===== src/sys_cont_pkg.sv =====
`default_nettype none

// interrupt side types and IDT defaults.
package sys_cont_pkg;

  localparam int num_int = 4;

  typedef logic [$clog2(num_int)-1:0] int_idx_t;
  typedef logic [num_int-1:0]         int_vec_t;

  // line 0 sits in the low slot.
  localparam logic [num_int-1:0][31:0] idt_reset_addr = {
    32'h0000_f000,
    32'h0000_c000,
    32'h0000_8000,
    32'h0000_4000
  };

  // one bit per pipeline stage.
  typedef struct packed {
    logic fetch;
    logic decode_0;
    logic decode_1;
    logic register;
    logic address;
    logic execute;
    logic writeback;
  } flush_t;

  typedef struct packed {
    logic        valid;
    int_idx_t    index;
    logic [31:0] address;   // new entry address.
  } idt_cfg_t;

endpackage

`default_nettype wire


===== src/sys_mem_pkg.sv =====
`default_nettype none

package sys_mem_pkg;

  localparam int addr_w = 32;
  localparam int data_w = 32;

  // code segment width, low half of the second entry word.
  localparam int seg_w = 16;

  localparam int entry_stride = 4;  // byte offset of word 1.

  typedef struct packed {
    logic [addr_w-1:0] address;
  } mem_req_t;

  typedef struct packed {
    logic [data_w-1:0] read_data;
  } mem_rsp_t;

endpackage

`default_nettype wire


===== src/int_latch.sv =====
`timescale 1ns/100ps
`default_nettype none

module int_latch (
  input  wire logic                   clk,
  input  wire logic                   rst_n,
  input  wire sys_cont_pkg::int_vec_t int_vec,
  input  wire logic                   int_clear,
  output logic                        pending_any,
  output sys_cont_pkg::int_idx_t      sel_idx
);

  import sys_cont_pkg::*;

  int_vec_t pending_q;
  int_vec_t clear_mask;
  logic     busy_q;     // a line is in service.
  int_idx_t held_q;     // winner frozen at service start.

  // drop the line held at service start.
  always_comb begin
    clear_mask = '0;
    if (int_clear) begin
      clear_mask[held_q] = 1'b1;
    end
  end

  // follows the controller leaving and reentering idle.
  always_ff @(posedge clk) begin
    if (!rst_n) begin
      busy_q <= 1'b0;
      held_q <= '0;
    end else if (int_clear) begin
      busy_q <= 1'b0;
    end else if (!busy_q && pending_any) begin
      busy_q <= 1'b1;
      held_q <= sel_idx;
    end
  end

  always_ff @(posedge clk) begin
    if (!rst_n) begin
      pending_q <= '0;
    end else begin
      pending_q <= (pending_q | int_vec) & ~clear_mask;  // clear wins.
    end
  end

  // lowest-numbered line wins.
  always_comb begin
    sel_idx = '0;
    for (int i = num_int - 1; i >= 0; i--) begin
      if (pending_q[i]) begin
        sel_idx = int_idx_t'(i);
      end
    end
  end

  assign pending_any = |pending_q;

endmodule

`default_nettype wire


===== src/idt_regs.sv =====
`timescale 1ns/100ps
`default_nettype none

module idt_regs (
  input  wire logic                       clk,
  input  wire logic                       rst_n,
  input  wire sys_cont_pkg::idt_cfg_t     idt_cfg,
  input  wire sys_cont_pkg::int_idx_t     sel_idx,
  output logic [sys_mem_pkg::addr_w-1:0]  entry_addr
);

  import sys_cont_pkg::*;
  import sys_mem_pkg::*;

  logic [num_int-1:0][addr_w-1:0] entry_q;   // one entry per line.

  always_ff @(posedge clk) begin
    if (!rst_n) begin
      entry_q <= idt_reset_addr;
    end else if (idt_cfg.valid) begin
      entry_q[idt_cfg.index] <= idt_cfg.address;
    end
  end

  // selected line's entry.
  assign entry_addr = entry_q[sel_idx];

endmodule

`default_nettype wire


===== src/int_controller.sv =====
`timescale 1ns/100ps
`default_nettype none

module int_controller (
  input  wire logic                        clk,
  input  wire logic                        rst_n,
  input  wire logic                        pending_any,
  input  wire logic [sys_mem_pkg::addr_w-1:0] entry_addr,
  output logic                             mem_valid,
  input  wire logic                        mem_ready,
  output sys_mem_pkg::mem_req_t            mem_req,
  input  wire logic                        mem_dp_valid,
  output logic                             mem_dp_ready,
  input  wire sys_mem_pkg::mem_rsp_t       mem_dp_rsp,
  output sys_cont_pkg::flush_t             flush,
  output logic                             fetch_load,
  output logic [sys_mem_pkg::addr_w-1:0]   fetch_load_address,
  output logic                             reg_load_cs,
  output logic [sys_mem_pkg::seg_w-1:0]    reg_cs,
  output logic                             decode_start_int,
  input  wire logic                        decode_end_int,
  output logic                             int_clear
);

  import sys_mem_pkg::*;

  typedef enum logic [2:0] {
    st_idle,
    st_flush,
    st_req_hdl,
    st_wait_hdl,
    st_req_seg,
    st_wait_seg,
    st_load,
    st_wait_dec
  } state_t;

  state_t            state_q;
  state_t            state_d;
  logic [addr_w-1:0] entry_q;     // entry of the line in service.
  logic [data_w-1:0] handler_q;
  logic [seg_w-1:0]  seg_q;

  always_comb begin
    state_d = state_q;
    case (state_q)
      st_idle: begin
        if (pending_any) begin
          state_d = st_flush;
        end
      end
      st_flush: begin
        state_d = st_req_hdl;
      end
      st_req_hdl: begin
        if (mem_ready) begin
          state_d = st_wait_hdl;
        end
      end
      st_wait_hdl: begin
        if (mem_dp_valid) begin
          state_d = st_req_seg;
        end
      end
      st_req_seg: begin
        if (mem_ready) begin
          state_d = st_wait_seg;
        end
      end
      st_wait_seg: begin
        if (mem_dp_valid) begin
          state_d = st_load;
        end
      end
      st_load: begin
        state_d = st_wait_dec;
      end
      st_wait_dec: begin
        if (decode_end_int) begin
          state_d = st_idle;
        end
      end
      default: begin
        state_d = st_idle;
      end
    endcase
  end

  always_ff @(posedge clk) begin
    if (!rst_n) begin
      state_q <= st_idle;
    end else begin
      state_q <= state_d;
    end
  end

  always_ff @(posedge clk) begin
    if (state_q == st_idle && pending_any) begin
      entry_q <= entry_addr;   // freeze the winner's entry.
    end
    if (state_q == st_wait_hdl && mem_dp_valid) begin
      handler_q <= mem_dp_rsp.read_data;
    end
    if (state_q == st_wait_seg && mem_dp_valid) begin
      seg_q <= mem_dp_rsp.read_data[seg_w-1:0];
    end
  end

  // request address stays put until accepted.
  always_comb begin
    mem_req.address = entry_q;
    if (state_q == st_req_seg) begin
      mem_req.address = entry_q + addr_w'(entry_stride);
    end
  end

  assign mem_valid    = (state_q == st_req_hdl) || (state_q == st_req_seg);
  assign mem_dp_ready = (state_q == st_wait_hdl) || (state_q == st_wait_seg);

  assign flush = (state_q == st_flush) ? '1 : '0;  // all stages at once.

  assign fetch_load         = (state_q == st_load);
  assign reg_load_cs        = (state_q == st_load);
  assign decode_start_int   = (state_q == st_load);
  assign fetch_load_address = handler_q;
  assign reg_cs             = seg_q;

  assign int_clear = (state_q == st_wait_dec) && decode_end_int;

endmodule

`default_nettype wire


===== src/sys_cont_top.sv =====
`timescale 1ns/100ps
`default_nettype none

module sys_cont_top (
  input  wire logic                        clk,
  input  wire logic                        rst_n,
  input  wire sys_cont_pkg::int_vec_t      int_vec,
  input  wire sys_cont_pkg::idt_cfg_t      idt_cfg,
  output logic                             mem_valid,
  input  wire logic                        mem_ready,
  output sys_mem_pkg::mem_req_t            mem_req,
  input  wire logic                        mem_dp_valid,
  output logic                             mem_dp_ready,
  input  wire sys_mem_pkg::mem_rsp_t       mem_dp_rsp,
  output sys_cont_pkg::flush_t             flush,
  output logic                             fetch_load,
  output logic [sys_mem_pkg::addr_w-1:0]   fetch_load_address,
  output logic                             reg_load_cs,
  output logic [sys_mem_pkg::seg_w-1:0]    reg_cs,
  output logic                             decode_start_int,
  input  wire logic                        decode_end_int
);

  import sys_cont_pkg::*;
  import sys_mem_pkg::*;

  logic              pending_any;
  logic              int_clear;
  int_idx_t          sel_idx;
  logic [addr_w-1:0] entry_addr;

  int_latch u_int_latch (
    .clk         (clk),
    .rst_n       (rst_n),
    .int_vec     (int_vec),
    .int_clear   (int_clear),
    .pending_any (pending_any),
    .sel_idx     (sel_idx)
  );

  idt_regs u_idt_regs (
    .clk        (clk),
    .rst_n      (rst_n),
    .idt_cfg    (idt_cfg),
    .sel_idx    (sel_idx),
    .entry_addr (entry_addr)
  );

  int_controller u_int_controller (
    .clk                (clk),
    .rst_n              (rst_n),
    .pending_any        (pending_any),
    .entry_addr         (entry_addr),
    .mem_valid          (mem_valid),
    .mem_ready          (mem_ready),
    .mem_req            (mem_req),
    .mem_dp_valid       (mem_dp_valid),
    .mem_dp_ready       (mem_dp_ready),
    .mem_dp_rsp         (mem_dp_rsp),
    .flush              (flush),
    .fetch_load         (fetch_load),
    .fetch_load_address (fetch_load_address),
    .reg_load_cs        (reg_load_cs),
    .reg_cs             (reg_cs),
    .decode_start_int   (decode_start_int),
    .decode_end_int     (decode_end_int),
    .int_clear          (int_clear)
  );

endmodule

`default_nettype wire


===== config.mk =====
export PLATFORM = sky130hd
export DESIGN_NAME = sys_cont_top
export DESIGN_NICKNAME = d
export VERILOG_FILES = /design/src/sys_cont_pkg.sv /design/src/sys_mem_pkg.sv /design/src/int_latch.sv /design/src/idt_regs.sv /design/src/int_controller.sv /design/src/sys_cont_top.sv
export SDC_FILE = /design/constraint.sdc
export NUM_CORES = 1
export LEC_CHECK = 0
export BUFFER_PORTS_ARGS = -buffer_cell sky130_fd_sc_hd__buf_2
export CAP_MARGIN = 0
export CORE_AREA = 3 3 179 181
export DETAILED_ROUTE_END_ITERATION = 16
export DIE_AREA = 0 0 182 184
export GPL_TIMING_DRIVEN = 0
export HOLD_SLACK_MARGIN = 0.02
export RECOVER_POWER = 25
export SYNTH_ARGS = -nofsm -noshare
export SYNTH_HDL_FRONTEND = slang
export SYNTH_SLANG_ARGS = --single-unit

===== constraint.sdc =====
create_clock -name clk -period 10.3 [get_ports clk]
set_clock_uncertainty 0.05 [all_clocks]
set_input_delay 2.06 -clock clk [delete_from_list [all_inputs] [get_ports clk]]
set_output_delay 2.06 -clock clk [all_outputs]
set_load 0.02 [all_outputs]

After elaboration in Yosys (flattened, before gate mapping)
Index checks and enable logic that the tools add are counted.

operators by class
  add/sub/neg operators = 1
  order comparisons = 5
  equal/unequal tests = 13
  muxes and demuxes = 21
  bitwise operators = 5
  reduce and logical (&&, ||, !) cells = 15

operator list
  operator                                              number
  bitwise mux 128 bit                                   1
  2-to-1 mux 32 bit                                     3
  binary-select mux 32 bit (select 2 bit)               1
  demux 32 bit (select 2 bit)                           1
  adder 32 x 3 -> 32 bit (second input constant)        1
  one-hot mux 3 bit (8 select lines)                    1
  2-to-1 mux 3 bit                                      6
  == test 3 bit (second input constant)                 4
  != test 2 bit (second input constant)                 5
  < comparator 2 x 3 -> 1 bit (second input constant)   3
  2-to-1 mux 2 bit                                      4
  logical AND 1 bit                                     7
  2-to-1 mux 7 bit                                      1
  == test 3 x 2 -> 1 bit (second input constant)        2
  AND reduction 6 bit                                   1
  bitwise AND 4 bit                                     1
  >= comparator 2 x 1 -> 1 bit (second input constant)  2
  2-to-1 mux 4 bit                                      1
  inverter 4 bit                                        1
  OR 4 bit                                              1
  OR reduction 4 bit                                    1
  == test 3 x 1 -> 1 bit (second input constant)        1
  zero test 3 bit                                       1
  demux 1 bit (select 2 bit)                            1
  7 further kinds                                       9

storage, ports and cells
  bits in registers = 218
  input port bits = 76
  output and inout bits = 92
  logic and storage cells = 71

Depth between registers and ports, before layout
Gate-level depths: netlist of run 1.

  depth after elaboration = 7
  depth in mapped cells = 6
  mapped depth without buffers = 4

By module
Synthesis of run 1 repeated with hierarchy kept, for this count alone.

unflattened totals
  cell total of the unflattened synthesis = 744
  area, all modules = 9272.6 µm²

modules (own cells, without submodules)
  module          times used  cells an instance  area each (µm²)  sequential area each (µm²)
  idt_regs        1           502                5597.9           2562.5
  int_controller  1           210                3380.7           2462.4
  int_latch       1           32                 294.0            140.1

Worst setup path after synthesis of run 1
Ideal clock, no wire load.

  path type = register to register
  start point = register u_int_controller.state_q[0]
  end point = register u_int_controller.entry_q[0] (enable)
  library setup time = 501 ps
  data arrival time = 3708 ps
  data required time = 9749 ps
  slack = 6041 ps
  stages on the path, launching flop included = 3
  buffers on the path = 1
  period minus slack after synthesis = 4259 ps
  cell sequence = dfxtp_1 -> clkbuf_1 -> nor4_1

between the ends
  longest elaborated chain between the ends = 2

ends and longest elaborated chain
  element                 RTL line              source
  start, declared         int_controller.sv:38  state_t state_q;
  start signal, assigned  int_controller.sv:91  state_q <= st_idle;
  start signal, assigned  int_controller.sv:93  state_q <= state_d;
  zero test 3 bit         int_controller.sv:98  if (state_q == st_idle && pending_any) begin
  logical AND 1 bit       int_controller.sv:98
  end signal, assigned    int_controller.sv:99  entry_q <= entry_addr;
  end, declared           int_controller.sv:40  logic [addr_w-1:0] entry_q;

No other way between the ends.
A chain may end at the register's enable or synchronous reset.

==> qor.csv, run 1 <==
metric,value,unit
status,finished clean,
min_period_over_period,45.2,%
ys.flop_type,dfxtp_1,
final.setup.tns,0,ns
dr.first_iter.drc_count,334,
slowest_stage,nor4_1,
synth_top_area_cell,dfxtp_1,
fin_nets,1130,
yosys_register_bits,218,
hold_viol_final,0,
vias,6845,
io_pins,168,
antenna_cells,0,
dp_hpwl,18800,um
yosys-top-cells-area,"dfxtp_1 30%, edfxtp_1 26%, nand2_1 11%",
synth_edf_count,80,
ant_nets,0,
fillers,3102,
wl,25600,um
cts_sinks,218,
syn_avg_cell_area,10.7,sq um
path_class,flip-flop to output pin,
grt_setup_unrepaired,no,
firstDrtPassIters,5,
holdCritPathClass,flip-flop to flip-flop,
start_util,30.0,%
placementRows,64,
slowest_delay,0.82,ns
port_buffers,166,
area_delta_synth_final,21.8,%
seq_area_frac_synth,56.3,%
cts_buffer_depth,3,
setup_violations,0,
root_buffer,clkbuf_16,
finalPower,1.99,mW
cap_violations,0,
synth_adder_area_share,0.136,%
die-width,182,um
die-area,33500,sq um
yosys.area_share.simple,17.8,%
grt_first_pass_wirelength,39500,um
critPathLaunchType,flip-flop,
synth_top_family_by_area,simple AND/OR/NAND/NOR gates,
insertion_delay,0.52,ns
syn-instance-count,858,
worstPathMaxFanout,6,
die_h,184,um
ir_drop,0.106,mV
ys_warn_count,0,
yosys-top-cells-count,"269 x nand2_1, 138 x dfxtp_1, 121 x a21boi_0",
cp-end-kind,output pin,
power.leakage,4.03,nW
critPathArrivalTime,2.54,ns
synth_xor_area_share,2.87,%
power.density,178,nW/um^2
grt_max_degree,33,
hold_ws,0.411,ns
synth_area,9170,sq um
synth-compound-area-share,11.1,%
cts_setup_buffers,0,
grt-ovfl-total,0,
grt_pass1_vias,6843,
antenna_found_initial,8,
core-area,30600,sq um
finalCriticalPeriod,4.65,ns
muxShareOfSynthArea,8.22,%
worstMarginPinSlew,1.02,ns
hold_buffers,0,
synthDistinctLibCells,44,
gp_congestion,0.811,
netlist.area_leader.share,30.1,%
drive_above_1_share,23.2,%
cts_tree,done,
clkTransAtPathRegs,0.06,ns
htreeDepth,1,
synth.most_common_cell,nand2_1,
ctsResizeCount,0,
routed_via_density,4.67,
cp.required,8.19,ns
cp_cell_sequence,"nand4bb_1, nor4_1, nand2_1, xnor2_1, buf_2",
drv_slew,0,
drc_errors,0,
max_freq,0.215,GHz
synthArstFlopShare,0,%
track_usage,14.9,%
r2r_slack,7.26,ns
wl_per_cell,17.4,um
numCtsBuffers,23,
synth_nets,935,
max-slew-margin-rel,32.1,%
## layout make-up
cell class,instances,area [sq um],share of cell area [%]
Buffer,64,294,2.63
Clock buffer,29,618,5.54
Clock inverter,12,57.6,0.515
Timing Repair Buffer,170,833,7.46
Inverter,7,26.3,0.235
Tap cell,396,495,4.44
Sequential cell,218,5160,46.3
Multi-Input combinational cell,569,3680,32.9
## layer usage
metal / GRT usage, % / share of wire [%] / vias to the layer above
li1: - / - / 3371
met1: 18.4 / 42 / 3213
met2: 26.2 / 48 / 201
met3: 4.04 / 7.5 / 46
met4: 3.29 / 1.8 / 14
met5: 0 / 0.29 / -
## cell usage in the layout (no fill, tap or decap), types with 3 or more instances in the layout
cell type | Yosys | final
nor2_1 | 14 | 13
clkbuf_1 | 46 | 68
nor4_2 | 3 | 3
nand4_1 | 11 | 11
o21ai_0 | 6 | 6
nand2_1 | 269 | 269
nor2b_1 | 3 | 3
xor2_1 | 14 | 14
nor3b_1 | 4 | 4
inv_1 | 7 | 7
mux4_2 | 32 | 32
xnor2_1 | 16 | 16
nor4_1 | 6 | 6
buf_4 | 14 | 12
and4_1 | 4 | 4
a21oi_1 | 6 | 7
dfxtp_1 | 138 | 138
a21boi_0 | 121 | 121
edfxtp_1 | 80 | 80
and3_1 | 4 | 4
buf_2 | 3 | 157
clkinv_2 | 0 | 6
clkbuf_16 | 0 | 23
nor3_1 | 10 | 10
nand3_1 | 21 | 21
clkinv_1 | 0 | 5
## sequential cells by signal, summed over array words and instances (netlist names)
register / flops
u_int_controller.state_q: 3
u_int_latch.busy_q: 1
u_int_latch.pending_q: 4
u_int_controller.reg_cs: 16
u_int_latch.held_q: 2
u_int_controller.fetch_load_address: 32
u_int_controller.entry_q: 32
u_idt_regs.entry_q: 128
## worst max-delay path, delay by kind of cell, from the launching register on
| kind | cells | cell delay (ns) |
|---|---|---|
| DFF | 1 | 0.49 |
| buffers and inverters | 1 | 0.20 |
| xor gates and xnor gates | 1 | 0.21 |
| and+or+nand+nor | 3 | 1.12 |
## logic make-up (layout without fill, tap and decap cells)
logic type	Yosys count	count (layout)
compound gates	139	139
xor+xnor	30	30
fa+ha+maj	1	1
buf+inv	71	282
flops	218	218
mux	35	35
simple gates	364	364
## through the flow
stage	std cells	worst slack (ns)	utilization [%]	area [sq um]
3_3_place_gp	1420	4.67	34.3	10500
4_1_cts	1465	5.54	36.7	11200
2_1_floorplan	858	6.04	-	9170
6_report	1465	5.65	36.5	11200
3_5_place_dp	1424	6.09	34.5	10500
5_1_grt	1465	5.47	36.5	11200
## power breakdown
group	total, mW	internal [mW]	switching (mW)
registers	0.985	0.946	0.0393
clock network	0.755	0.423	0.332
logic	0.247	0.0940	0.153
total	1.99	1.46	0.524
## final timing paths
| path | start | end | depth (start not counted) |
|---|---|---|---|
| hold reg to reg | u_idt_regs.entry_q[88] | u_idt_regs.entry_q[88] | 2 |
| setup / recovery | u_int_controller.entry_q[4] | mem_req[19] | 5 |
| hold / removal | u_idt_regs.entry_q[88] | u_idt_regs.entry_q[88] | 2 |
| setup reg to reg | u_int_latch.pending_q[2] | u_int_controller.entry_q[7] | 4 |
Note: power is estimated with default switching activity, not from simulation.
==> run 2: changes to the inputs <==
- ABC_AREA: unset -> 1
- CORE_AREA: 3 3 179 181 -> 3 3 178 180
- DIE_AREA: 0 0 182 184 -> 0 0 181 183
- clock period: 10.3 -> 4.4 ns (I/O delays scaled with it)
==> run 2 against run 1 <==
The flow now finishes with violations (max-capacitance violations, max-slew violations); flip-flop and latch count stayed put; largest cell class unchanged; final cell count is 15% higher; sequential share of layout area hardly changed; non-clock buffer count is 3 higher; final area hardly changed; critical path depth is 4 higher; utilization is 0.28 points higher; die area is 1.1% lower; combinational power grew to 5.1 times the previous value.
==> qor.csv, run 2 <==
metric,value,unit
status,finished with violations,
violations,"max-capacitance violations, max-slew violations",
hold_buffers,0,
synth_xor_area_share,1.63,%
port_buffers,166,
synthArstFlopShare,0,%
ir_drop,0.289,mV
cp-end-kind,output pin,
routed_via_density,4.78,
largest-register,u_idt_regs.entry_q,
firstDrtPassIters,5,
holdCritPathClass,flip-flop to flip-flop,
grt-ovfl-total,0,
final_area,11200,sq um
worstMarginPinSlew,1.53,ns
grt_setup_unrepaired,no,
final.setup.tns,0,ns
dr.first_iter.drc_count,680,
placed_cells,1644,
numCtsBuffers,25,
multi_input_area,3400,sq um
synth_top_family_by_area,simple AND/OR/NAND/NOR gates,
synth_edf_count,80,
worstPathMaxFanout,10,
placementRows,64,
synth.most_common_cell,nor2_1,
setup_violations,0,
vias,8075,
critPathLaunchType,flip-flop,
netlist.area_leader.share,30.4,%
die_h,183,um
cts_setup_buffers,0,
clkTransAtPathRegs,0.06,ns
core-area,30300,sq um
layoutNonFillerInstCount,1690,
synth_adder_area_share,0.138,%
area_delta_synth_final,23.0,%
cts_tree,done,
grt_pass1_vias,7518,
ant_nets,0,
drive_above_1_share,16.8,%
drv_slew,32,
muxShareOfSynthArea,0,%
yosys-top-cells-count,"337 x nor2_1, 185 x o21ai_0, 138 x dfxtp_1",
antenna_found_initial,2,
path_class,flip-flop to output pin,
synth_nets,1158,
root_buffer,clkbuf_16,
dp_hpwl,20200,um
synth-compound-area-share,13.5,%
final_util,36.8,%
fillers,3189,
reg2reg_depth,4,
synthDistinctLibCells,34,
wl_per_cell,16.1,um
ys_warn_count,0,
cts_buffer_depth,3,
die-width,181,um
grt_max_degree,33,
synth_area,9080,sq um
drc_errors,0,
seq_area_frac_synth,56.9,%
ctsResizeCount,0,
die-area,33100,sq um
regArea,5160,sq um
ys.flop_type,dfxtp_1,
hold_viol_final,0,
power.density,518,nW/um^2
gp_congestion,0.859,
yosys-top-cells-area,"dfxtp_1 30%, edfxtp_1 26%, nor2_1 14%",
finalPower,5.78,mW
hold_ws,0.411,ns
mostFrequentLayoutCells,"337 x nor2_1, 185 x o21ai_0, 157 x buf_2",
largest_register_ffs,128,
insertion_delay,0.52,ns
place_ws,1.73,ns
max-slew-margin-rel,-2.21,%
placed_area,10400,sq um
start_util,29.9,%
critPathArrivalTime,2.41,ns
max_freq,0.299,GHz
io_pins,168,
track_usage,15.5,%
grt_first_pass_wirelength,41700,um
power.leakage,4.60,nW
cap_violations,1,
synth_top_area_cell,dfxtp_1,
syn_avg_cell_area,8.40,sq um
min_period_over_period,76.0,%
syn-instance-count,1081,
cts_sinks,218,
finalCriticalPeriod,3.34,ns
cp.required,3.47,ns
fin_nets,1352,
antenna_cells,0,
setup_ws,1.06,ns
final_common_cell,nor2_1,
yosys_register_bits,218,
htreeDepth,1,
yosys.area_share.simple,22.3,%
wl,27200,um
hold_depth,2,
==> run 2: report_power, final <==
part           switching [mW]  leakage, nW  internal (mW)
logic                   0.864         2.35          0.395
clock network           0.807        0.369           1.16
registers               0.180         1.88           2.38
==> run 2: final cells by class <==
type / count / share of cell area (%)
sequential: 218 / 46.3
clock buffer: 29 / 5.74
clock inverter: 17 / 1.26
buffer: 70 / 2.85
timing repair buffer: 167 / 7.32
inverter: 48 / 1.66
tap: 396 / 4.44
multi-input combinational: 745 / 30.5
==> run 2: final timing paths <==
path,end,slack (ns),from
setup / recovery,mem_req[28],1.06,u_int_controller.state_q[0]
hold / removal,u_idt_regs.entry_q[47],0.41,u_idt_regs.entry_q[47]
setup reg to reg,u_int_controller.entry_q[24],1.91,u_int_controller.state_q[0]
hold reg to reg,u_idt_regs.entry_q[47],0.41,u_idt_regs.entry_q[47]
==> run 2: cells by family (layout without fill, tap and decap cells) <==
group,Yosys count,count (layout)
simple gates,493,493
compound gates,235,235
flops,218,218
buf+inv,118,331
xor+xnor,16,16
fa+ha+maj,1,1
==> run 2: metal layers <==
| metal | track usage, % | routed length (um) | vias up |
|---|---|---|---|
| li1 | - | - | 3982 |
| met1 | 20.9 | 12100 | 3714 |
| met2 | 25.6 | 12200 | 344 |
| met3 | 3.93 | 2470 | 31 |
| met4 | 2.89 | 351 | 4 |
| met5 | 0 | 23 | - |
==> run 2: critical path, stage by stage, from the launching register on <==
cell	delay [ns]
dfxtp_1	0.36
nor2_1	0.21
nand2_1	0.35
inv_6	0.18
nand3_4	0.09
nor2_4	0.18
buf_8	0.16
nand4_1	0.10
nand2_1	0.10
buf_2	0.17
